**config.mk**
```make
export PLATFORM = sky130hd
export DESIGN_NAME = sample_router
export DESIGN_NICKNAME = d
export VERILOG_FILES = /design/src/hdl/dsp_pkg.sv /design/src/hdl/ctrl_pkg.sv /design/src/hdl/sample_router.sv
export VERILOG_INCLUDE_DIRS = /design/src /design/src/hdl
export SDC_FILE = /design/constraint.sdc
export NUM_CORES = 1
export LEC_CHECK = 0
export ABC_AREA = 1
export BUFFER_PORTS_ARGS = -buffer_cell sky130_fd_sc_hd__buf_4
export CORE_MARGIN = 8
export CORE_UTILIZATION = 39
export DETAILED_ROUTE_END_ITERATION = 8
export PLACE_DENSITY = 0.89
export SYNTH_ARGS = -nofsm -noshare
export SYNTH_HDL_FRONTEND = slang
export SYNTH_SLANG_ARGS = --single-unit
export TNS_END_PERCENT = 30
```
**constraint.sdc**
```tcl
create_clock -name sys_clk -period 1.35 [get_ports sys_clk]
set_input_delay 0.405 -clock sys_clk [delete_from_list [all_inputs] [get_ports sys_clk]]
set_output_delay 0.405 -clock sys_clk [all_outputs]
set_load 0.005 [all_outputs]
```
**src/hdl/uberclock_macros.svh**
```systemverilog
`ifndef UBERCLOCK_MACROS_SVH
`define UBERCLOCK_MACROS_SVH

// ---------------------------------------------------------------------------
// sample path widths
// ---------------------------------------------------------------------------
`define ADC_W          12      // adc and internal sample width
`define PHASE_W        24      // nco phase accumulator, full turn = 2^24

// cordic rotator
`define CORDIC_STAGES  14      // micro-rotation count
`define CORDIC_WW      16      // working width incl guard and fraction bits

// dac side
`define DAC_W          14      // dac word width
`define DAC_MID        8192    // mid-scale code, offset binary zero

// ---------------------------------------------------------------------------
// high-speed capture memory
// ---------------------------------------------------------------------------
`define CAP_DEPTH      512     // samples per capture
`define CAP_AW         9       // log2 of depth

`endif

```
**src/hdl/dsp_pkg.sv**
```systemverilog
`include "uberclock_macros.svh"

package dsp_pkg;

    // two's complement sample, used on every internal path
    typedef logic signed [`ADC_W-1:0]   sample_t;

    // nco phase and increment, wraps mod 2^PHASE_W
    typedef logic        [`PHASE_W-1:0] phase_t;

    typedef logic        [`DAC_W-1:0]   dac_word_t;   // offset binary at the pin

    // capture memory word and readback index
    typedef logic signed [15:0]         cap_word_t;   // sample sign-extended
    typedef logic        [`CAP_AW-1:0]  cap_addr_t;

endpackage

```
**src/hdl/ctrl_pkg.sv**
```systemverilog
package ctrl_pkg;

    // dac source select, codes as seen by the cpu
    // anything not listed drives zero (mid-scale at the pin)
    typedef enum logic [3:0] {
        SEL_NCO  = 4'd10,
        SEL_ADC0 = 4'd11,
        SEL_ADC1 = 4'd12
    } dac_sel_e;

    // high-speed debug tap select, code 3 falls back to nco
    typedef enum logic [1:0] {
        HS_ADC0 = 2'd0,
        HS_ADC1 = 2'd1,
        HS_NCO  = 2'd2
    } hs_sel_e;

    typedef enum logic [1:0] {
        CAP_IDLE,           // waiting for arm
        CAP_RUN,            // writing one sample per clock
        CAP_DONE            // buffer full, readback valid
    } cap_state_e;

endpackage

```
**src/hdl/sample_router.sv**
```systemverilog
`include "uberclock_macros.svh"

module sample_router (
    input  logic              sys_clk,
    input  logic              rst,
    input  logic [`ADC_W-1:0] i_adc_ch0,    // raw, offset binary
    input  logic [`ADC_W-1:0] i_adc_ch1,
    input  dsp_pkg::sample_t  i_nco,
    input  ctrl_pkg::hs_sel_e i_hs_sel,
    output dsp_pkg::sample_t  o_adc0,       // conditioned, 1 clk after pins
    output dsp_pkg::sample_t  o_adc1,
    output dsp_pkg::sample_t  o_hs_sample   // debug tap, comb from regs
);
    import dsp_pkg::*;
    import ctrl_pkg::*;

    sample_t adc0_q;
    sample_t adc1_q;

    // ---------------------------------------------------------------------------
    // adc conditioning
    // ---------------------------------------------------------------------------
    // msb flip turns offset binary into two's complement
    always_ff @(posedge sys_clk or posedge rst) begin
        if (rst) begin
            adc0_q <= '0;
            adc1_q <= '0;
        end else begin
            adc0_q <= {~i_adc_ch0[`ADC_W-1], i_adc_ch0[`ADC_W-2:0]};
            adc1_q <= {~i_adc_ch1[`ADC_W-1], i_adc_ch1[`ADC_W-2:0]};
        end
    end

    assign o_adc0 = adc0_q;
    assign o_adc1 = adc1_q;

    // high-speed debug select
    always_comb begin
        case (i_hs_sel)
            HS_ADC0: o_hs_sample = adc0_q;
            HS_ADC1: o_hs_sample = adc1_q;
            default: o_hs_sample = i_nco;   // HS_NCO and code 3
        endcase
    end

endmodule

```
-- Word-level counts from Yosys, hierarchy flattened
Cells that the tools add are included.
- bits in registers: 24
- eq/ne operators: 1
- muxes and demuxes: 1
- bitwise logic cells: 2
- reductions and logical operators: 1
- operators by type and width (operator ; count):
    $pmux W12 S2 ; 1
    $eq A2 B1 Y1 const B ; 1
    $logic_not A2 Y1 ; 1
    $not A1 Y1 ; 2

-- Longest topological paths before layout
- word-level depth: 2
- depth in mapped cells: 4

-- Worst setup path after synthesis
OpenSTA, ideal clock, no wires.
- kind: input to output
- start point: in i_hs_sel[1]
- end point: out o_hs_sample[0]
- arrival: 786 ps
- required time: 945 ps
- setup slack: 159 ps
- cell stages on the path: 4
- path buffers: 1
- cells stage by stage: nor2_2 > buf_6 > nand2_1 > nand3_1
- longest elaborated chain between the ends: 2
- elaborated cells between the ends (all ways): 3
- classes of those cells: eq/ne (1); mux (1); reduce/logical (1)
- RTL lines (element ; RTL line ; RTL):
    from (decl) ; sample_router.sv:9 ; input ctrl_pkg::hs_sel_e i_hs_sel,
    $eq A2 B1 Y1 / $logic_not A2 Y1 (equally long branches) ; sample_router.sv:39 ; case (i_hs_sel)
    $pmux W12 S2 * ; sample_router.sv:39 ;
    to (decl) ; sample_router.sv:12 ; output dsp_pkg::sample_t o_hs_sample
Mark *: on every way between the ends. The rest lies on a longest branch, timed or not.

-- Final worst setup path
- start point: in i_hs_sel[1]
- end point: out o_hs_sample[3]
Same word-level chain as after synthesis.

==> reports/metrics.yaml <==
synthAdderAreaFrac: 0
synthMuxAreaShare: 0
final_cells: 196
critical-path-top-delay-family: "buffers and inverters"
fillers: 129
dpl.cell_count: 187
crit_start: "i_hs_sel[1]"
num_rows: 17
crit_cells: 6
gp_congestion: 0.815
cts.sinks: 24
synthXorXnorAreaFrac: 0
antenna_found_initial: 0
syn_nets: 121
path_clk_slew_ns: 0.12
finalCritPeriodShare: 1.08
first_global_vias: 1018
ir_drop_uv: 815
core_region_area_mm2: 0.00215
io_buffers: 75
start_util: 0.402
postLayoutCoreUtil: 0.805
slowest_delay_ns: 0.14
hold_viol_final: 0
synth_top_family_by_area: "simple AND/OR/NAND/NOR gates"
grt_usage: 0.161
crit_type: "in2out"
drtIter0Drc: 57
syn_inst: 81
nets: 209
arrival_ns: 1.06
max_slew_margin: 0.812
power.density_mw_per_mm2: 869
crit_path_end_kind: "primary output"
yosysSeqAreaShare: 0.695
die_w_um: 63.1
ys_ff_latch: 24
die_h_um: 63.1
placed_area_mm2: 0.00151
globalRouteMet2Util: 0.312
timing.hold.ws_ns: 0.127
dp_worst_setup_slack_ns: -0.118
required_ns: 0.95
rsz0062_at_grt: "yes"
drv_slew: 0
wl_per_cell_um: 17.5
start_kind: "input pin"
area_growth_pct: 100
gr-usage-met1: 0.152
diodes: 0
grt_pass1_wl_um: 5110
violations: "negative setup slack"
finalCriticalPeriod_ns: 1.46
critPathBufInv: 3
grt.met3_usage: 0.0389
detail_route.first_pass.iterations: 4
cts-root-buf: "clkbuf_4"
clockBufferDepth: 2
final_cell_mix: "buf_4, dfrtp_1, nand2_1"
drv_cap: 0
multi_input_area_um2: 289
fin_ws_ns: -0.114
fmax_mhz: 683
place_hpwl_um: 2540
viasPerCell: 4.87
critPathSlowestCell: "buf_6"
p_total_mw: 1.50
htree_levels: 1
mostFrequentLayoutCell: "buf_4"
yosysWarnings: 0
fp.dieArea_mm2: 0.00398
dr_total_vias: 954
cts-buffers-inserted: 3
synth-simple-area-share: 0.250
tns_ns: -0.952
avgSynthCellArea_um2: 10.7
postCtsHoldBufs: 0
critical_path.cell_chain: "buf_12, nor2_4, buf_6, nand2_1, nand3_1, buf_4"
drive_gt1_frac: 0.655
grt.busiest_layer: "met2"
drc_errors: 0
synthesis.area_um2: 865
fin_area_mm2: 0.00173
ff_latch_area_um2: 601
p_leak_nw: 0.913
wirelength_um: 3420
cts_tree: "yes"
gr-total-overflow: 0
synth_cell_types: 8
outcome: "complete, but fails checks"
path_max_fanout: 6
endpoint: "o_hs_sample[3]"
worstMarginPinSlew_ns: 0.281
hp-class: "in2async"
ios: 76
drtAntennaViolNets: 0
grt_max_degree: 25
finalSetupViolations: 16
synth_compound_area_frac: 0
==> sequential cells by signal, summed over array words and instances, names as in the netlist <==
signal / cells
o_adc0: 12
o_adc1: 12
==> area by class of cell <==
type	instances	share of cell area
Clock buffer	4	0.0210
Inverter	4	0.0101
Multi-Input combinational cell	49	0.167
Sequential cell	24	0.347
Tap cell	28	0.0202
Timing Repair Buffer	87	0.435
==> routing by layer <==
layer / share of wire / routed length, um
met3: 0.043 / 147
met2: 0.60 / 2040
met1: 0.33 / 1140
met4: 0.026 / 89
met5: 0 / 0
==> worst min-delay path, stage by stage <==
cell and delay [ns]:
buf_4 0.11, inv_1 0.04, buf_4 0.28
==> Yosys cell counts <==
master	count	area, um^2
inv_2	1	3.75
dfrtp_1	24	601
buf_2	2	10.0
nand2_1	24	90.1
nor2_2	1	6.26
inv_1	3	11.3
nand3_1	24	120
buf_6	2	22.5
==> cells by family after synthesis <==
family	after synthesis
buf+inv	8
simple gates	49
flops	24
==> what timing repair did <==
| item | 4_1_cts | 5_1_grt |
|---|---|---|
| resized for setup | 18 | 20 |
| setup endpoints to repair | 12 | 14 |
| pin swaps | 11 | 12 |
| hold endpoints to repair | 0 | 0 |
| buffers inserted | 2 | 3 |
==> worst min-delay path by stage <==
| stage | start | end | cells after the start |
|---|---|---|---|
| after floorplan | rst | o_adc0[0]$_DFF_PP0_ | 1 |
| after global placement | rst | o_adc1[4]$_DFF_PP0_ | 3 |
| after detailed placement | rst | o_adc0[3]$_DFF_PP0_ | 3 |
| after CTS | rst | o_adc0[3]$_DFF_PP0_ | 3 |
| after global routing | rst | o_adc1[4]$_DFF_PP0_ | 3 |
| final | rst | o_adc0[3]$_DFF_PP0_ | 3 |
==> power by group <==
group | total [mW] | switching (mW) | internal (mW)
Combinational | 0.374 | 0.140 | 0.233
Clock | 0.351 | 0.186 | 0.164
Sequential | 0.780 | 0.0243 | 0.755
Total | 1.50 | 0.351 | 1.15
Power figures use the tool's default switching activity.
