`src/hdl/uberclock_macros.svh`:
```
`ifndef UBERCLOCK_MACROS_SVH
`define UBERCLOCK_MACROS_SVH

// ---------------------------------------------------------------------------
// sample path widths
// ---------------------------------------------------------------------------
`define ADC_W          12      // adc and internal sample width
`define PHASE_W        24      // nco phase accumulator, full turn = 2^24

// cordic rotator
`define CORDIC_STAGES  14      // micro-rotation count
`define CORDIC_WW      16      // working width incl guard and fraction bits

// dac side
`define DAC_W          14      // dac word width
`define DAC_MID        8192    // mid-scale code, offset binary zero

// ---------------------------------------------------------------------------
// high-speed capture memory
// ---------------------------------------------------------------------------
`define CAP_DEPTH      512     // samples per capture
`define CAP_AW         9       // log2 of depth

`endif

```
`src/hdl/dsp_pkg.sv`:
```
`include "uberclock_macros.svh"

package dsp_pkg;

    // two's complement sample, used on every internal path
    typedef logic signed [`ADC_W-1:0]   sample_t;

    // nco phase and increment, wraps mod 2^PHASE_W
    typedef logic        [`PHASE_W-1:0] phase_t;

    typedef logic        [`DAC_W-1:0]   dac_word_t;   // offset binary at the pin

    // capture memory word and readback index
    typedef logic signed [15:0]         cap_word_t;   // sample sign-extended
    typedef logic        [`CAP_AW-1:0]  cap_addr_t;

endpackage

```
`src/hdl/cordic_rotator.sv`:
```
`include "uberclock_macros.svh"

module cordic_rotator (
    input  logic             sys_clk,
    input  logic             rst,
    input  dsp_pkg::sample_t i_mag,     // vector length, rotated from (mag, 0)
    input  dsp_pkg::phase_t  i_phase,   // 2^PHASE_W per turn
    output dsp_pkg::sample_t o_cos
);
    import dsp_pkg::*;

    localparam int WW       = `CORDIC_WW;
    localparam int NS       = `CORDIC_STAGES;
    localparam int FRAC     = WW - `ADC_W - 2;            // 2 top bits for cordic gain
    localparam int SHIFT    = 16 + FRAC;                  // q16 gain + fraction bits
    localparam int RND_HALF = 1 << (SHIFT - 1);
    localparam int SAT_MAX  = (1 << (`ADC_W - 1)) - 1;
    localparam int SAT_MIN  = -(1 << (`ADC_W - 1));
    localparam logic signed [17:0] INV_GAIN = 18'sd39797; // 1/1.64676 in q16

    // atan(2^-i) in phase units, 2^24 per turn
    localparam logic signed [`PHASE_W-1:0] ATAN_TBL [0:NS-1] = '{
        2097152, 1238021, 654136, 332050, 166669, 83416, 41718,
        20860, 10430, 5215, 2608, 1304, 652, 326
    };

    logic signed [WW-1:0]       x_pipe [0:NS];
    logic signed [WW-1:0]       y_pipe [0:NS];
    logic signed [`PHASE_W-1:0] z_pipe [0:NS];
    logic signed [WW-1:0]       x_ext;
    logic                       flip;
    logic signed [WW+17:0]      prod;
    logic signed [WW+17:0]      rnd;
    sample_t                    cos_sat;

    assign x_ext = {{2{i_mag[`ADC_W-1]}}, i_mag, {FRAC{1'b0}}};
    assign flip  = i_phase[`PHASE_W-1] ^ i_phase[`PHASE_W-2];  // quadrant 2 or 3

    // ---------------------------------------------------------------------------
    // pre-rotation + micro-rotation pipeline
    // ---------------------------------------------------------------------------
    always_ff @(posedge sys_clk or posedge rst) begin
        if (rst) begin
            for (int i = 0; i <= NS; i++) begin
                x_pipe[i] <= '0;
                y_pipe[i] <= '0;
                z_pipe[i] <= '0;
            end
        end else begin
            // rotate by pi into the right half-plane
            x_pipe[0] <= flip ? -x_ext : x_ext;
            y_pipe[0] <= '0;
            z_pipe[0] <= $signed(i_phase ^ {flip, {(`PHASE_W-1){1'b0}}});
            for (int i = 0; i < NS; i++) begin
                if (z_pipe[i][`PHASE_W-1]) begin       // residual negative, go cw
                    x_pipe[i+1] <= x_pipe[i] + (y_pipe[i] >>> i);
                    y_pipe[i+1] <= y_pipe[i] - (x_pipe[i] >>> i);
                    z_pipe[i+1] <= z_pipe[i] + ATAN_TBL[i];
                end else begin                         // ccw
                    x_pipe[i+1] <= x_pipe[i] - (y_pipe[i] >>> i);
                    y_pipe[i+1] <= y_pipe[i] + (x_pipe[i] >>> i);
                    z_pipe[i+1] <= z_pipe[i] - ATAN_TBL[i];
                end
            end
        end
    end

    // gain compensation, round to sample width
    assign prod = x_pipe[NS] * INV_GAIN;
    assign rnd  = (prod + RND_HALF) >>> SHIFT;

    always_comb begin
        if (rnd > SAT_MAX) begin
            cos_sat = sample_t'(SAT_MAX);
        end else if (rnd < SAT_MIN) begin
            cos_sat = sample_t'(SAT_MIN);
        end else begin
            cos_sat = rnd[`ADC_W-1:0];
        end
    end

    always_ff @(posedge sys_clk or posedge rst) begin
        if (rst) begin
            o_cos <= '0;
        end else begin
            o_cos <= cos_sat;      // total latency STAGES+2
        end
    end

endmodule

```
`src/hdl/nco.sv`:
```
module nco (
    input  logic             sys_clk,
    input  logic             rst,
    input  dsp_pkg::phase_t  i_phase_inc,  // cpu tuning word
    input  dsp_pkg::sample_t i_mag,        // cpu magnitude
    output dsp_pkg::sample_t o_cos
);
    import dsp_pkg::*;

    phase_t phase_acc;

    // ---------------------------------------------------------------------------
    // phase accumulator
    // ---------------------------------------------------------------------------
    // free running, wraps mod 2^PHASE_W
    always_ff @(posedge sys_clk or posedge rst) begin
        if (rst) begin
            phase_acc <= '0;
        end else begin
            phase_acc <= phase_acc + i_phase_inc;
        end
    end

    // mag * cos(phase), fixed pipeline delay
    cordic_rotator rot0 (
        .sys_clk (sys_clk),
        .rst     (rst),
        .i_mag   (i_mag),
        .i_phase (phase_acc),
        .o_cos   (o_cos)
    );

endmodule

```
`config.mk`:
```
export PLATFORM = sky130hd
export DESIGN_NAME = nco
export DESIGN_NICKNAME = d
export VERILOG_FILES = /design/src/hdl/dsp_pkg.sv /design/src/hdl/cordic_rotator.sv /design/src/hdl/nco.sv
export VERILOG_INCLUDE_DIRS = /design/src /design/src/hdl
export SDC_FILE = /design/constraint.sdc
export NUM_CORES = 2
export LEC_CHECK = 0
export CAP_MARGIN = 20
export CELL_PAD_IN_SITES_DETAIL_PLACEMENT = 1
export CELL_PAD_IN_SITES_GLOBAL_PLACEMENT = 1
export CORE_UTILIZATION = 52
export CTS_CLUSTER_SIZE = 10
export DETAILED_ROUTE_END_ITERATION = 16
export DONT_BUFFER_PORTS = 1
export MAX_ROUTING_LAYER = met4
export PLACE_DENSITY = 0.85
export SLEW_MARGIN = 20
export SYNTH_ARGS = -nofsm -noshare
export SYNTH_HDL_FRONTEND = slang
export SYNTH_HIERARCHICAL = 1
export SYNTH_SLANG_ARGS = --single-unit
export TNS_END_PERCENT = 10
```
`constraint.sdc`:
```
create_clock -name sys_clk -period 30.3 [get_ports sys_clk]
set_clock_uncertainty 0.05 [all_clocks]
set_input_delay 6.06 -clock sys_clk [delete_from_list [all_inputs] [get_ports sys_clk]]
set_output_delay 6.06 -clock sys_clk [all_outputs]
set_load 0.01 [all_outputs]
```
==> Word level (Yosys, flattened, before mapping) <==
Cells that the tools add are included.
{ "classes": {"n_mux": 42, "bitwise_logic": 2, "add_sub_neg": 80, "order_cmp": 2, "multipliers": 1} }
{ "ops": {"columns": ["op", "n"], "rows": [
  ["two-way mux 16 bit", 27],
  ["two-way mux 24 bit", 13],
  ["adder 33 x 19 -> 34 bit (second input constant)", 1],
  ["multiplier 16 x 17 -> 33 bit (second input constant)", 1],
  ["adder 16 x 10 -> 16 bit", 2],
  ["adder 16 x 11 -> 16 bit", 2],
  ["adder 16 x 12 -> 16 bit", 2],
  ["adder 16 x 13 -> 16 bit", 2],
  ["adder 16 x 14 -> 16 bit", 2],
  ["adder 16 x 15 -> 16 bit", 2],
  ["adder 16 x 4 -> 16 bit", 2],
  ["adder 16 x 5 -> 16 bit", 2],
  ["adder 16 x 6 -> 16 bit", 2],
  ["adder 16 x 7 -> 16 bit", 2],
  ["adder 16 x 8 -> 16 bit", 2],
  ["adder 16 x 9 -> 16 bit", 2],
  ["subtractor 16 x 10 -> 16 bit", 2],
  ["subtractor 16 x 11 -> 16 bit", 2],
  ["subtractor 16 x 12 -> 16 bit", 2],
  ["subtractor 16 x 13 -> 16 bit", 2],
  ["subtractor 16 x 14 -> 16 bit", 2],
  ["subtractor 16 x 15 -> 16 bit", 2],
  ["subtractor 16 x 4 -> 16 bit", 2],
  ["subtractor 16 x 5 -> 16 bit", 2],
  ["40 further kinds", 45]
]} }
{ "word_totals": {"reg_bits": 820, "out_inout_bits": 12, "input_bits": 38, "wordCells": 171} }

==> Logic depth before layout (Yosys ltp) <==
{ "logic_depth": {"ltp_word": 5, "depth_mapped": 24} }

==> Cells and area by module <==
The synthesis kept the hierarchy.
{ "modules_own_cells": {"columns": ["module", "cells_per_inst", "n_inst", "area_each_um2"], "rows": [
  ["cordic_rotator", 5545, 1, 54320.8],
  ["nco", 202, 1, 1868.0]
]} }

==> Least setup slack after synthesis <==
Ideal clock, no wire load.
{ "synth_timing": {"path_kind": "input -> register", "startpoint": "input i_phase_inc[0]", "endpoint": "register phase_acc[22]", "path_buffers": 0, "arrival_ns": 7.823, "required_ns": 30.177, "cell_stages": 8, "path_slack_ns": 22.354, "path_cell_list": "ha_1 -> fa_1 -> a21oi_2 -> o22ai_1 -> a41o_1 -> a221o_1 -> o21bai_1 -> a21oi_2"} }
{ "synth_via": {"elab_chain_cells": 1} }
{ "synth_lines": {"columns": ["element", "line_no", "source"], "rows": [
  ["from (decl)", "nco.sv:4", "input dsp_pkg::phase_t i_phase_inc,"],
  ["adder 24 bit", "nco.sv:20", "phase_acc <= phase_acc + i_phase_inc;"],
  ["to (signal assigned)", "nco.sv:20", null],
  ["to (decl)", "nco.sv:10", "phase_t phase_acc;"]
]} }
Every way passes these cells.

==> impl.org <==
** Yosys
- The share of synthesized area in the top cell type comes to 0.3420.
- The fraction of the mapped netlist area in compound gates came to 0.1606.
- The number of different library cells used by synthesis comes to slightly above 80.
- The synthesized design contains 0 enable-type register cells.
- Synth Area in XOR/XNOR :: 0.1142
- Summing every instance area after synthesis gives between 50,000 and 60,000 um^2.
- By area the synthesized netlist is led by sky130_fd_sc_hd__dfrtp_1 (34%), sky130_fd_sc_hd__ha_1 (18%), sky130_fd_sc_hd__xnor2_1 (8.0%), sky130_fd_sc_hd__fa_1 (4.7%), sky130_fd_sc_hd__a21oi_1 (4.2%).
- In the synthesized netlist, the number of instances is ~5,700.
- Of the total synthesized cell area, the portion taken by AND, OR, NAND and NOR gates is 0.1071.
- Primary flip-flop cell chosen by synthesis mapping :: sky130_fd_sc_hd__dfrtp_1
- Net Count, Synth :: slightly below 7,000
- Number of synthesis warnings :: 6
- Counting flops with an async set or reset pin after synthesis yields a share of 1.000.
- Synthesis inferred 768 register bits.
- Largest family of logic cells by synthesized area :: adder cells
- Fraction of the mapped netlist area in adder cells :: 0.2288
- Portion of netlist area occupied by mux cells :: 0.01002
- The synthesized design spends more area on one cell type than any other, namely sky130_fd_sc_hd__dfrtp_1.
- Sequential fraction of the synthesis area :: 0.3420
- Mean Syn Cell Area :: slightly below 10 um^2

** Clocking
- Number of sinks handled by clock tree synthesis :: between 700 and 800
- Num CTS Buffers :: around 90
- Cell at the root of the clock tree :: sky130_fd_sc_hd__clkbuf_16
- Number of gates given a new drive strength after cts :: 0
- Max H-tree Level :: 3
- The later pin in the worst-skew pair is clocked with a latency of just under 0.7 ns.
- Number of hold buffers added after CTS :: 0
- In this run the post-CTS setup repair buffer count came out at 0.
- After clock tree synthesis, the clock-pin slew on the worst setup and hold paths is 0.06 ns.
- Maximum number of buffers from clock root to sink :: 3
- TritonCTS built the clock tree.

** STA
- Final min period :: slightly below 8 ns
- Worst slew pin tran :: slightly above 1 ns
- Dividing the final minimum period by the clock period gives 0.2561.
- Total of endpoints with negative setup slack in the final report :: 0
- Unrepaired setup endpoints after global routing :: false
- Number of slew-limit violations in the final report :: 0
- The count of endpoints failing hold in the final timing report is 0.
- Fin Setup TNS :: 0 ns
- The worst path meets setup with 22.54 ns of slack.
- For this run, the top clock speed supported by timing is 0.1289 GHz.
- Headroom to the max-slew limit :: 0.2999

** Routing
- Avg Vias per Cell :: between 5 and 6
- Via Count :: roughly 43,000
- The routed design has 148,100 um of wire.
- Remaining antenna violation count :: 0
- Average wire length per cell after detail routing :: between 20 and 25 um
- Starting DRT DRC Count :: around 2,200
- The first detailed-routing pass ran for 5 iterations.
- In the routed design, unresolved DRC markers number 0.

** Finish
- Most frequent cells in the layout :: sky130_fd_sc_hd__ha_1 (818), sky130_fd_sc_hd__dfrtp_1 (768), sky130_fd_sc_hd__xnor2_1 (515), sky130_fd_sc_hd__inv_1 (499), sky130_fd_sc_hd__a21oi_1 (472)
- Final core utilization :: 0.5674
- The library cell used most frequently in the layout, excluding fill and tap cells, is sky130_fd_sc_hd__ha_1.
- After filler insertion, the fill cell instance count of the layout stands at about 12,000.
- Sequential cell area in the final layout :: between 15,000 and 20,000 um^2
- Area of the multi-input gates :: roughly 35,000 um^2
- In the final layout, the share of cells above drive strength 1 is 0.03879.
- Relative to the synthesized area, the layout overhead comes to 8.099%.
- After the last flow step, the layout net total stands at between 6,000 and 7,000.

** Setup path
- Crit path max-delay cell type :: sky130_fd_sc_hd__buf_4
- Delay of the slowest critical-path stage :: 0.88 ns
- Worst Setup Path Type :: primary input to asynchronous set/reset pin
- Cell depth of the worst flop-to-flop path :: 22
- Reg-to-Reg End :: rot0/o_cos[6]
- Required time of the critical path :: around 31 ns
- Kind of end point of the critical path :: asynchronous set/reset pin
- R2r setup slk :: between 20 and 25 ns
- Worst setup SP type :: primary input
- Data on the critical path arrives at its endpoint at ~8.4 ns.
- CP Max Fanout :: 133
- Worst-path cell chain :: inv_8, buf_4, buf_6
- The startpoint identified for the worst register-to-register timing path is rot0/x_pipe[5].

** Placed design
- The wire-length estimate of the detail-placed layout is 112,600 um.
- Global placer's final weighted congestion :: approximately 0.87
- Number of input and output port buffers inserted :: 0
- Before CTS, the worst setup slack after placement is approximately 21 ns.

** Global route
- Wire length of the first global-routing pass :: ~240,000 um
- Entering global routing, the biggest net connects about 190 pins.
- The number of antenna violations at the first check in global routing came to 1.
- Summed over all layers, the global routing overflow is 0.
- The via count of the first global-routing pass is 47,740.
- In the global route stage, overall resource usage came out at 0.2823.

** Hold path
- Worst min-delay path class :: flip-flop to flip-flop
- Hold path depth :: 0
- End point of the most critical hold path :: rot0/z_pipe[328]
- Start point of the worst hold path :: rot0/z_pipe[352]

** Floorplan
- After floorplanning, the core was divided into 120 placement rows.
- Measured along the x axis, the die boundary spans approximately 330 um.
- 50 I/O pins were placed.
- The floorplan step set the die height to 330.7 um.
- Placeable Area :: between 100,000 and 150,000 um^2
- Die Area :: between 100,000 and 150,000 um^2
- Starting utilization of the core area :: 0.5249

** Outcome
- Outcome :: complete, no violations

** Run
- The tool flagged a number of max-cap violations equal to 0.
## final cells by class
cell class,count,share of cell area
Timing Repair Buffer,21,0.003255
Clock inverter,12,0.003605
Clock buffer,122,0.04225
Antenna cell,1,0.00004120
Multi-Input combinational cell,4424,0.5742
Tap cell,1403,0.02890
Sequential cell,768,0.3164
Inverter,505,0.03133
## synthesized netlist by cell type (34+ instances only)
master	number
sky130_fd_sc_hd__o21ai_1	44
sky130_fd_sc_hd__clkbuf_1	42
sky130_fd_sc_hd__o21ai_0	236
sky130_fd_sc_hd__mux2i_1	36
sky130_fd_sc_hd__a21oi_1	472
sky130_fd_sc_hd__or3_1	40
sky130_fd_sc_hd__ha_1	818
sky130_fd_sc_hd__fa_1	131
sky130_fd_sc_hd__o21a_1	49
sky130_fd_sc_hd__nand3_1	98
sky130_fd_sc_hd__nand2_1	223
sky130_fd_sc_hd__xor2_1	215
sky130_fd_sc_hd__and3_1	34
sky130_fd_sc_hd__inv_1	501
sky130_fd_sc_hd__nor2b_1	64
sky130_fd_sc_hd__a31oi_1	49
sky130_fd_sc_hd__nor2_1	454
sky130_fd_sc_hd__xnor2_1	515
sky130_fd_sc_hd__a211oi_1	62
sky130_fd_sc_hd__a21o_1	115
sky130_fd_sc_hd__nand2b_1	39
sky130_fd_sc_hd__nor3_1	188
sky130_fd_sc_hd__dfrtp_1	768
sky130_fd_sc_hd__o21bai_1	130
## kinds of logic after synthesis
group / after synthesis
fa+ha+maj: 949
flops: 768
simple gates: 1276
compound gates: 1414
xor+xnor: 731
buf+inv: 555
mux: 54
## worst max-delay path by stage
stage	start	endpoint	slack (ns)	depth (start not counted)
after detailed placement	rst	rot0/y_pipe[38]	21.42	3
final	rst	rot0/y_pipe[43]	22.54	3
after global placement	rst	rot0/y_pipe[37]	21.56	3
after global routing	rst	rot0/y_pipe[38]	22.15	3
after CTS	rst	rot0/x_pipe[14]	22.15	3
after floorplan	rst	rot0/o_cos[0]	3.31	1
## flip-flops by register name, indices dropped and copies added (netlist names)
signal,cells
phase_acc,24
rot0/o_cos,12
rot0/x_pipe,233
rot0/y_pipe,192
rot0/z_pipe,307
## through the flow
stage	hold WS, ns	std cells	area [um^2]
finish	0.2952	7256	60740
detailed placement	0.2863	7120	57920
CTS	0.2952	7254	60700
global route	0.3007	7256	60740
floorplan	0.2812	5747	56190
global placement	0.2821	7120	57920
## worst max-delay path: cells and delay by family
kind	cells	cell delay [ns]
buffers and inverters	3	2.15
## layer usage
layer	global-route usage	up-vias	wire length, um
li1	-	20290	-
met4	0.09908	0	4781
met5	-	-	0
met2	0.5283	663	80150
met3	0.03258	327	4233
met1	0.3048	21590	58970
Power is left out: the tool's default activity adds up to more than one toggle a clock period on the data nets, which glitch-free logic cannot reach.
