## config.mk

```make
export PLATFORM = sky130hd
export DESIGN_NAME = dac_formatter
export DESIGN_NICKNAME = d
export VERILOG_FILES = /design/src/hdl/dsp_pkg.sv /design/src/hdl/ctrl_pkg.sv /design/src/hdl/dac_formatter.sv
export VERILOG_INCLUDE_DIRS = /design/src /design/src/hdl
export SDC_FILE = /design/constraint.sdc
export NUM_CORES = 1
export LEC_CHECK = 0
export ABC_CLOCK_PERIOD_IN_PS = 1180
export BUFFER_PORTS_ARGS = -buffer_cell sky130_fd_sc_hd__buf_2
export CAP_MARGIN = 40
export CORE_MARGIN = 3
export CORE_UTILIZATION = 45
export DETAILED_ROUTE_END_ITERATION = 10
export PLACE_DENSITY = 0.9
export SKIP_CTS_REPAIR_TIMING = 1
export SLEW_MARGIN = 20
export SYNTH_ARGS = -nofsm -noshare
export SYNTH_HDL_FRONTEND = slang
export SYNTH_SLANG_ARGS = --single-unit
```

## constraint.sdc

```tcl
create_clock -name sys_clk -period 1.18 [get_ports sys_clk]
set_input_delay 0.059 -clock sys_clk [delete_from_list [all_inputs] [get_ports sys_clk]]
set_output_delay 0.059 -clock sys_clk [all_outputs]
set_load 0.03 [all_outputs]
```

## src/hdl/uberclock_macros.svh

```systemverilog
`ifndef UBERCLOCK_MACROS_SVH
`define UBERCLOCK_MACROS_SVH

// ---------------------------------------------------------------------------
// sample path widths
// ---------------------------------------------------------------------------
`define ADC_W          12      // adc and internal sample width
`define PHASE_W        24      // nco phase accumulator, full turn = 2^24

// cordic rotator
`define CORDIC_STAGES  14      // micro-rotation count
`define CORDIC_WW      16      // working width incl guard and fraction bits

// dac side
`define DAC_W          14      // dac word width
`define DAC_MID        8192    // mid-scale code, offset binary zero

// ---------------------------------------------------------------------------
// high-speed capture memory
// ---------------------------------------------------------------------------
`define CAP_DEPTH      512     // samples per capture
`define CAP_AW         9       // log2 of depth

`endif

```

## src/hdl/dsp_pkg.sv

```systemverilog
`include "uberclock_macros.svh"

package dsp_pkg;

    // two's complement sample, used on every internal path
    typedef logic signed [`ADC_W-1:0]   sample_t;

    // nco phase and increment, wraps mod 2^PHASE_W
    typedef logic        [`PHASE_W-1:0] phase_t;

    typedef logic        [`DAC_W-1:0]   dac_word_t;   // offset binary at the pin

    // capture memory word and readback index
    typedef logic signed [15:0]         cap_word_t;   // sample sign-extended
    typedef logic        [`CAP_AW-1:0]  cap_addr_t;

endpackage

```

## src/hdl/ctrl_pkg.sv

```systemverilog
package ctrl_pkg;

    // dac source select, codes as seen by the cpu
    // anything not listed drives zero (mid-scale at the pin)
    typedef enum logic [3:0] {
        SEL_NCO  = 4'd10,
        SEL_ADC0 = 4'd11,
        SEL_ADC1 = 4'd12
    } dac_sel_e;

    // high-speed debug tap select, code 3 falls back to nco
    typedef enum logic [1:0] {
        HS_ADC0 = 2'd0,
        HS_ADC1 = 2'd1,
        HS_NCO  = 2'd2
    } hs_sel_e;

    typedef enum logic [1:0] {
        CAP_IDLE,           // waiting for arm
        CAP_RUN,            // writing one sample per clock
        CAP_DONE            // buffer full, readback valid
    } cap_state_e;

endpackage

```

## src/hdl/dac_formatter.sv

```systemverilog
`include "uberclock_macros.svh"

module dac_formatter (
    input  logic                sys_clk,
    input  logic                rst,
    input  ctrl_pkg::dac_sel_e  i_sel_ch1,
    input  ctrl_pkg::dac_sel_e  i_sel_ch2,
    input  dsp_pkg::sample_t    i_adc0,
    input  dsp_pkg::sample_t    i_adc1,
    input  dsp_pkg::sample_t    i_nco,
    output dsp_pkg::dac_word_t  o_dac_ch1,   // offset binary, registered
    output dsp_pkg::dac_word_t  o_dac_ch2
);
    import dsp_pkg::*;
    import ctrl_pkg::*;

    // source pick, 12 -> 14 bits, then to offset binary
    function automatic dac_word_t fmt_word(dac_sel_e sel, sample_t a0, sample_t a1,
                                           sample_t nco_s);
        sample_t src;
        case (sel)
            SEL_NCO:  src = nco_s;
            SEL_ADC0: src = a0;
            SEL_ADC1: src = a1;
            default:  src = '0;       // unused codes park at mid-scale
        endcase
        // adding mid-scale mod 2^14 is the msb flip back
        return dac_word_t'({src, 2'b00}) + dac_word_t'(`DAC_MID);
    endfunction

    // ---------------------------------------------------------------------------
    // output registers
    // ---------------------------------------------------------------------------
    always_ff @(posedge sys_clk or posedge rst) begin
        if (rst) begin
            o_dac_ch1 <= dac_word_t'(`DAC_MID);
            o_dac_ch2 <= dac_word_t'(`DAC_MID);
        end else begin
            o_dac_ch1 <= fmt_word(i_sel_ch1, i_adc0, i_adc1, i_nco);
            o_dac_ch2 <= fmt_word(i_sel_ch2, i_adc0, i_adc1, i_nco);
        end
    end

endmodule

```

Word level (Yosys, flattened, before mapping):

Index checks and enable logic that the tools add are counted.

* flip-flop bits (word level): 28
* latch bits: 0
* bits in writable memories: 0
* bits in read-only memories: 0
* bits of input ports: 46
* logic and storage cells: 12
* memories kept: 0

* add/subtract/negate cells: 2
* multipliers: 0
* divide/modulo/power cells: 0
* $lt $le $gt $ge: 0
* equal/unequal tests: 6
* shift operators: 0
* mux-type cells: 2
* bitwise gates (word level): 0
* reductions and logical operators: 0

Operator list (number)
* case mux 12 bit (3 select lines): 2
* adder 14 bit (second input constant): 2
* == test 4 bit (second input constant): 6

Longest topological paths before layout:

Gate-level depths: netlist of the first run.

* depth after elaboration: 3
* gate-level depth with buffers: 3

Worst setup path before layout of the first run:

Ideal clock, no wire load.

* path type: input to register
* from: input port i_sel_ch2[1]
* to: register o_dac_ch2[10]
* arrival time: 0.639 ns
* required time: 1.102 ns
* setup slack: 0.463 ns
* stages: 3
* path buffers: 1
* cell sequence: nor4bb_4 > buf_6 > o2bb2ai_1

* word-level cells in the longest chain between the ends: 3

RTL lines
* from (decl): RTL line dac_formatter.sv:7 `input ctrl_pkg::dac_sel_e i_sel_ch2,`
* == test 4 bit: RTL line dac_formatter.sv:21 `case (sel)`
* case mux 12 bit (3 select lines) *: RTL line dac_formatter.sv:21
* adder 14 bit *: RTL line dac_formatter.sv:28 `` return dac_word_t'({src, 2'b00}) + dac_word_t'(`DAC_MID); ``
* to (signal assigned): RTL line dac_formatter.sv:37 `` o_dac_ch2 <= dac_word_t'(`DAC_MID); ``
* to (signal assigned): RTL line dac_formatter.sv:40 `o_dac_ch2 <= fmt_word(i_sel_ch2, i_adc0, i_adc1, i_nco);`
* to (decl): RTL line dac_formatter.sv:12 `output dsp_pkg::dac_word_t o_dac_ch2`

Every way passes the cells marked *; elsewhere a longest branch is shown, timed or not.

Worst setup path in the final report of the first run:

* from: register o_dac_ch2[13]
* to: output port o_dac_ch2[13]

No word-level cell between the ends.

==> out/metrics.cfg, run 1 <==
[routing]
dr_total_vias=1057
first_iter_violations=15
first_pass_iters=4
drcViolationCount=0
viasPerCell=5.29
drt.antenna.violating_nets=0
wl_um=3200
detail_route.wl_per_cell_um=16.0

[timing]
setup_tns_ns=0
worstMarginPinSlew_ns=0.542
fmax_mhz=920
timing.final.crit_share_pct=92.2
relSlewSlack_pct=63.7
rsz0062_at_grt=no
setup_ws_ns=0.0925
holdWs_ns=0.0205
hold_violations=0
drv_slew=0
period_minus_slack_ns=1.09
finalSetupViolCount=0

[grt]
grt_max_degree=25
antenna_found_initial=0
grt_pass1_wl_um=4730
grt_overflow=0
grt_usage_pct=18.7
grt_pass1_vias=1023

[finish]
ff_latch_area_um2=603
multi_input_area_um2=518
nets=220
n_antenna_cell=0
layout_commonest_cell=buf_2
final_cell_mix=buf_2, mux2i_1, o2bb2ai_1, dfrtp_1, dlygate4sd3_1
fillers=160
area_delta_synth_final_pct=43.8
layout-drive-gt1-share_pct=46.5
stdcell_count=200

[floorplanning]
die_area_um2=3290
fp.coreArea_um2=2360
die_x_um=57.3
start_util_pct=50.2
rows=17
io_pins=74
die_h_um=57.3

[placement]
post-place-ws_ns=0.169
gp_congestion=0.740
io_buffers=69
dp_hpwl_um=2310
place_inst=183

[synthesis]
netlist.area_leader.share_pct=46.4
synth.distinct_cells=14
synth_area_leaders=dfrtp_1, mux2i_1, o2bb2ai_1
syn-cell-area_um2=1190
ys_seq_area_share_pct=50.8
synth.avg_cell_area_um2=13.5
syn_inst=88
yosysTopAreaCell=dfrtp_1
ys_warn_count=0
ys_ff_latch=24

[clock_tree]
clockRootBuffer=clkbuf_4
clockBufferDepth=2
cts_tree=done
cts.sinks=24
clk_pin_slew_ns=0.13
htreeDepth=1
numCtsBuffers=3

[critical_path]
crit_buf_inv=1
crit_start=o_dac_ch2[13]$_DFF_PP1_
crit_required_ns=1.12
cp.arrival_ns=1.03
critical_path.endpoint=o_dac_ch2[13]
critical_path.top_delay_family=flip-flops
cp_num_cells=1
cpMaxStageDelayCell=dfstp_2
critPathLaunchType=register
cp-end-kind=primary output
path_class=reg -> out
cp_max_fo=1
path_cells=buf_2
slowest_delay_ns=0.54

[power_and_ir_drop]
p_per_area_nw_per_um2=956
peakVddDrop_v=0.000750
power_leakage_uw=0.000938

[hold_path]
hold_depth=3
hp-class=in -> reg
worstHoldStart=i_adc0[11]

[flow_run]
drv_cap=0

[outcome]
status=completed

-- kinds of logic after synthesis --
logic type | Yosys count | share of synthesized area [%]
other cells | 1 | 0.316
flops | 24 | 50.8
mux | 24 | 20.3
compound gates | 24 | 17.7
simple gates | 4 | 4.43
buf+inv | 11 | 6.43
-- state kept, by name (all words and copies together) (netlist names) --
signal and count:
o_dac_ch2 12, o_dac_ch1 12
-- worst min-delay path by stage --
stage | end
after detailed placement | o_dac_ch2[11]$_DFF_PP0_
after global routing | o_dac_ch2[13]$_DFF_PP1_
after floorplan | o_dac_ch1[10]$_DFF_PP0_
after global placement | o_dac_ch2[11]$_DFF_PP0_
after CTS | o_dac_ch2[6]$_DFF_PP0_
final | o_dac_ch2[13]$_DFF_PP1_
-- Yosys cell counts, drive strengths merged --
library cell	count
and4bb	1
inv	1
nand3b	2
conb	1
o2bb2ai	22
dfrtp	22
mux2i	24
clkbuf	2
dfstp	2
a2bb2oi	2
buf	8
nor4bb	1
-- power breakdown --
group	total (µW)	switching [µW]	internal, µW
clock network	346	227	119
logic	416	236	180
registers	867	8.62	859
-- cell type report --
cell class	count	area share (%)
clock buffers	3	1.32
inverters	1	0.220
multi-input cells	56	30.4
flip-flops and latches	24	35.4
well taps	28	2.05
repair buffers	88	30.7
-- per-layer routing --
metal / routed length (µm) / vias up / share of wire, % / GRT usage (%)
met3: 230 / 4 / 7.2 / 2.26
li1: - / 499 / - / -
met1: 1310 / 501 / 41 / 23.1
met5: 0 / - / 0 / 0
met2: 1610 / 53 / 50 / 32.6
met4: 54 / 0 / 1.7 / 8.28
-- through the flow --
step	utilization, %	area (µm²)	power, µW
CTS	66.3	1570	1610
detailed placement	65.3	1540	1260
global route	72.2	1710	1720
floorplan	-	1200	1110
global placement	65.3	1540	1250
finish	72.2	1710	1630
(Power assumes the default switching activity.)
==> inputs of run 2 (changes only) <==
--- a/config.mk
+++ b/config.mk
@@ -13,5 +13,5 @@
 export CORE_UTILIZATION = 45
 export DETAILED_ROUTE_END_ITERATION = 10
-export PLACE_DENSITY = 0.9
+export PLACE_DENSITY = 0.84
 export SKIP_CTS_REPAIR_TIMING = 1
 export SLEW_MARGIN = 20
==> constraint.sdc (replaced) <==
create_clock -name sys_clk -period 1.18 [get_ports sys_clk]
set_input_delay 0.177 -clock sys_clk [delete_from_list [all_inputs] [get_ports sys_clk]]
set_output_delay 0.177 -clock sys_clk [all_outputs]
set_load 0.03 [all_outputs]
==> out/metrics.cfg, run 2 (same netlist as run 1, synthesis figures left out) <==
[power_and_ir_drop]
peakVddDrop_v=0.000600  ; -20%
swShare_pct=29.2  ; +0.20 points
p_int_uw=1150  ; -0.25%
p_clk_share_pct=22.6  ; +1.3 points
seqPwrFrac_pct=53.3  ; about the same
pwr-share-comb_pct=24.2  ; -1.3 points
p_switching_uw=476  ; +0.74%
power_leakage_uw=0.000905  ; -3.5%
p_per_area_nw_per_um2=1010  ; +5.4%
total_power_uw=1630  ; about the same

[timing]
setup_ws_ns=0.0135  ; -0.0790 ns
relSlewSlack_pct=65.6  ; +1.8 points
worstMarginPinSlew_ns=0.515  ; -0.0272 ns
hold_violations=0  ; unchanged
rsz0062_at_grt=yes
drv_slew=0  ; unchanged
fmax_mhz=857  ; -6.8%
finalSetupViolCount=0  ; unchanged
timing.final.crit_share_pct=98.9  ; +6.7 points
setup_tns_ns=0  ; unchanged
period_minus_slack_ns=1.17  ; +0.0790 ns

[grt]
grt_pass1_wl_um=4570  ; -3.5%
antenna_found_initial=0  ; unchanged
grt_max_degree=14  ; -44%
grt_usage_pct=18.2  ; -0.51 points
grt_overflow=0  ; unchanged
grt_pass1_vias=999  ; -2.3%

[critical_path]
path_class=reg -> out
crit_required_ns=1.00  ; -0.12 ns
critPathLaunchType=register
cp-end-kind=primary output
cp.arrival_ns=0.99  ; -0.04 ns
path_cells=buf_6
critical_path.top_delay_family=flip-flops
cp_max_fo=1  ; unchanged
cp_num_cells=1  ; unchanged
cpMaxStageDelayCell=dfstp_2
slowest_delay_ns=0.56  ; +0.02 ns
crit_buf_inv=1  ; unchanged

[hold_path]
hp-class=in -> reg
min_to=o_dac_ch2[13]$_DFF_PP1_
hold_depth=2  ; -1
worstHoldStart=i_adc1[11]

[finish]
layout-drive-gt1-share_pct=50.6  ; +4.1 points
area_delta_synth_final_pct=36.5
reg_top3=o_dac_ch1: 12 flops, o_dac_ch2: 12 flops
n_antenna_cell=0  ; unchanged
final_area_um2=1620  ; -5.1%
nets=209  ; -5.0%
layout_commonest_cell=buf_2
final_cell_mix=buf_2, mux2i_1, o2bb2ai_1, dfrtp_1, buf_4
fillers=173  ; +8.1%

[routing]
first_iter_violations=31  ; +16
highest_layer=met4
m1WireLength_um=1200  ; -8.1%
first_pass_iters=4  ; unchanged
dr_total_vias=1023  ; -3.2%
wl_met3_um=251  ; +9.1%
viasPerCell=5.38  ; +1.9%
drt.antenna.violating_nets=0  ; unchanged
dr_wl_met2_um=1440  ; -11%
detail_route.wl_per_cell_um=15.7  ; -2.2%
wl_um=2970  ; -7.1%
drcViolationCount=0  ; unchanged

[placement]
dp_hpwl_um=2270  ; -1.8%
postPlaceCellArea_um2=1570  ; +1.8%
post-place-ws_ns=0.0681  ; -0.101 ns
io_buffers=69  ; unchanged
gp_congestion=0.725  ; -2.0%

[clock_tree]
cts_tree=done
cts.sinks=24  ; unchanged
numCtsBuffers=3  ; unchanged
clockRootBuffer=clkbuf_4
clockBufferDepth=2  ; unchanged
htreeDepth=1  ; unchanged
clk_pin_slew_ns=0.12  ; about the same

[floorplanning]
die_x_um=57.3  ; unchanged
fp.coreArea_um2=2360  ; unchanged
die_area_um2=3290  ; unchanged
rows=17  ; unchanged
die_h_um=57.3  ; unchanged
start_util_pct=50.2  ; unchanged
io_pins=74  ; unchanged

[outcome]
status=completed

[flow_run]
drv_cap=0  ; unchanged

## run 2: worst max path at each step
| stage | start | endpoint | slack (ns) |
|---|---|---|---|
| 6_report | o_dac_ch2[13]$_DFF_PP1_ | o_dac_ch2[13] | 0.01 |
| 5_1_grt | o_dac_ch2[13]$_DFF_PP1_ | o_dac_ch2[13] | -0.009 |
| 4_1_cts | o_dac_ch2[13]$_DFF_PP1_ | o_dac_ch2[13] | -0.04 |
| 3_5_place_dp | i_sel_ch2[2] | o_dac_ch2[10]$_DFF_PP0_ | 0.07 |
| 3_3_place_gp | i_sel_ch2[2] | o_dac_ch2[7]$_DFF_PP0_ | 0.15 |
| 2_1_floorplan | i_sel_ch2[1] | o_dac_ch2[10]$_DFF_PP0_ | 0.35 |
## run 2: metal layers
metal	vias to the layer above	global-route usage [%]
li1	478	-
met4	0	10.9
met2	52	30.2
met3	6	2.26
met1	487	22.6
met5	-	0
## run 2: cell type report
type,count,area [µm²],area share (%)
sequential,24,603,37.2
tap,28,35.0,2.16
inverter,1,3.75,0.232
multi-input combinational,56,518,32.0
timing repair buffer,77,433,26.7
clock buffer,4,26.3,1.62
## run 2: power by group through the flow
stage               logic [µW]  registers [µW]  clock network (µW)
global placement           380             883                   0
detailed placement         390             884                   0
CTS                        391             868                 369
finish                     394             868                 368
floorplan                  156             958                   0
global route               423             873                 398
## run 2: stage by stage
step                hold slack, ns  std cells  utilization, %
finish                      0.0212        190            68.6
global route                0.0192        190            68.6
CTS                         -0.146        189            67.6
detailed placement           0.198        185            66.5
global placement             0.198        185            66.5
floorplan                    0.190         91               -
==> inputs of run 3 (changes only) <==
==> constraint.sdc (replaced) <==
create_clock -name sys_clk -period 1.18 [get_ports sys_clk]
set_input_delay 0.177 -clock sys_clk [delete_from_list [all_inputs] [get_ports sys_clk]]
set_output_delay 0.177 -clock sys_clk [all_outputs]
set_load 0.005 [all_outputs]
==> out/metrics.cfg, run 3 (same netlist as run 1, synthesis figures left out) <==
[power_and_ir_drop]
p_per_area_nw_per_um2=960  ; -4.7%
p_int_uw=1150  ; -0.42%
p_switching_uw=392  ; -17%
pwr-share-comb_pct=19.9  ; -4.3 points
power_leakage_uw=0.000898  ; -0.75%
peakVddDrop_v=0.000583  ; -2.8%
p_clk_share_pct=23.9  ; +1.3 points
swShare_pct=25.4  ; -3.7 points
seqPwrFrac_pct=56.2  ; +2.9 points

[clock_tree]
clockRootBuffer=clkbuf_4
clk_pin_slew_ns=0.12  ; about the same
numCtsBuffers=3  ; unchanged
htreeDepth=1  ; unchanged
clockBufferDepth=2  ; unchanged
cts.sinks=24  ; unchanged
cts_tree=done

[floorplanning]
fp.coreArea_um2=2360  ; unchanged
io_pins=74  ; unchanged
die_area_um2=3290  ; unchanged
start_util_pct=50.2  ; unchanged
die_x_um=57.3  ; unchanged
die_h_um=57.3  ; unchanged
rows=17  ; unchanged

[placement]
dp_hpwl_um=2270  ; unchanged
gp_congestion=0.725  ; unchanged
postPlaceCellArea_um2=1570  ; unchanged
io_buffers=69  ; unchanged

[critical_path]
cp-end-kind=primary output
path_cells=buf_2
critical_path.endpoint=o_dac_ch2[13]
slowest_delay_ns=0.55  ; about the same
critPathLaunchType=register
cp_max_fo=1  ; unchanged
cp.arrival_ns=0.96  ; -0.03 ns
crit_start=o_dac_ch2[13]$_DFF_PP1_
path_class=reg -> out
crit_required_ns=1.00  ; about the same
cp_num_cells=1  ; unchanged
critical_path.top_delay_family=flip-flops
crit_buf_inv=1  ; unchanged
cpMaxStageDelayCell=dfstp_2

[timing]
hold_violations=0  ; unchanged
finalSetupViolCount=0  ; unchanged
holdWs_ns=0.0213  ; +0.000106 ns
period_minus_slack_ns=1.14  ; -0.0309 ns
relSlewSlack_pct=65.7  ; +0.11 points
fmax_mhz=881  ; +2.7%
timing.final.crit_share_pct=96.2  ; -2.6 points
worstMarginPinSlew_ns=0.513  ; -0.00162 ns
setup_tns_ns=0  ; unchanged
drv_slew=0  ; unchanged
rsz0062_at_grt=no

[routing]
first_iter_violations=29  ; -6.5%
detail_route.wl_per_cell_um=15.6  ; -0.20%
drt.antenna.violating_nets=0  ; unchanged
drcViolationCount=0  ; unchanged
first_pass_iters=4  ; unchanged
dr_total_vias=1016  ; -0.68%
viasPerCell=5.35  ; -0.68%
wl_um=2970  ; -0.20%

[finish]
final_area_um2=1610  ; -0.77%
layout_commonest_cell=buf_2
multi_input_area_um2=518  ; unchanged
nets=209  ; unchanged
area_delta_synth_final_pct=35.4
layout-drive-gt1-share_pct=50.6  ; unchanged
reg_top3=o_dac_ch1: 12 flops, o_dac_ch2: 12 flops
fillers=173  ; unchanged
ff_latch_area_um2=603  ; unchanged
final_cell_mix=buf_2, mux2i_1, o2bb2ai_1, dfrtp_1, buf_4
n_antenna_cell=0  ; unchanged

[grt]
grt_pass1_vias=999  ; unchanged
grt_usage_pct=18.2  ; unchanged
grt_pass1_wl_um=4570  ; unchanged
grt_overflow=0  ; unchanged
antenna_found_initial=0  ; unchanged
grt_max_degree=14  ; unchanged

[flow_run]
drv_cap=0  ; unchanged

[outcome]
status=completed

[hold_path]
hp-class=in -> reg

[run 3: cell count changes in the layout (fill, tap and decap cells not counted)]
cell,previous run,this run
buf_2,67,69
buf_6,2,0
[run 3: worst min path at each step]
stage                    start                       to  slack (ns)  cells after the start
floorplan                  rst  o_dac_ch1[10]$_DFF_PP0_        0.19                      1
global placement           rst   o_dac_ch1[3]$_DFF_PP0_        0.20                      3
detailed placement         rst   o_dac_ch1[3]$_DFF_PP0_        0.20                      3
CTS                        rst   o_dac_ch1[7]$_DFF_PP0_       -0.15                      3
global route        i_adc1[11]  o_dac_ch1[13]$_DFF_PP1_        0.02                      2
finish              i_adc1[11]  o_dac_ch2[13]$_DFF_PP1_        0.02                      2
[run 3: area by class of cell]
cell class,count,share of cell area (%)
clock buffers,4,1.64
inverters,1,0.234
multi-input cells,56,32.2
flip-flops and latches,24,37.5
well taps,28,2.18
repair buffers,77,26.2
[run 3: routing by layer]
layer | vias up | wire, µm | track usage, %
met1 | 475 | 1210 | 22.6
met3 | 9 | 248 | 2.26
li1 | 479 | - | -
met4 | 0 | 94 | 10.9
met5 | - | 0 | 0
met2 | 53 | 1420 | 30.2
[run 3: per-stage QoR]
step                      cells  setup WS (ns)  utilization [%]  total power [µW]
after floorplan              91          0.345                -              1030
after global placement      185          0.154             66.5              1180
after detailed placement    185         0.0681             66.5              1190
after CTS                   189         0.0482             67.6              1540
after global routing        190         0.0246             68.0              1600
final                       190         0.0444             68.0              1540
[run 3: power by group through the flow]
stage / registers (µW) / logic (µW) / clock network (µW)
global route: 872 / 335 / 398
floorplan: 889 / 141 / 0
global placement: 883 / 296 / 0
detailed placement: 884 / 306 / 0
CTS: 868 / 307 / 369
finish: 867 / 307 / 368
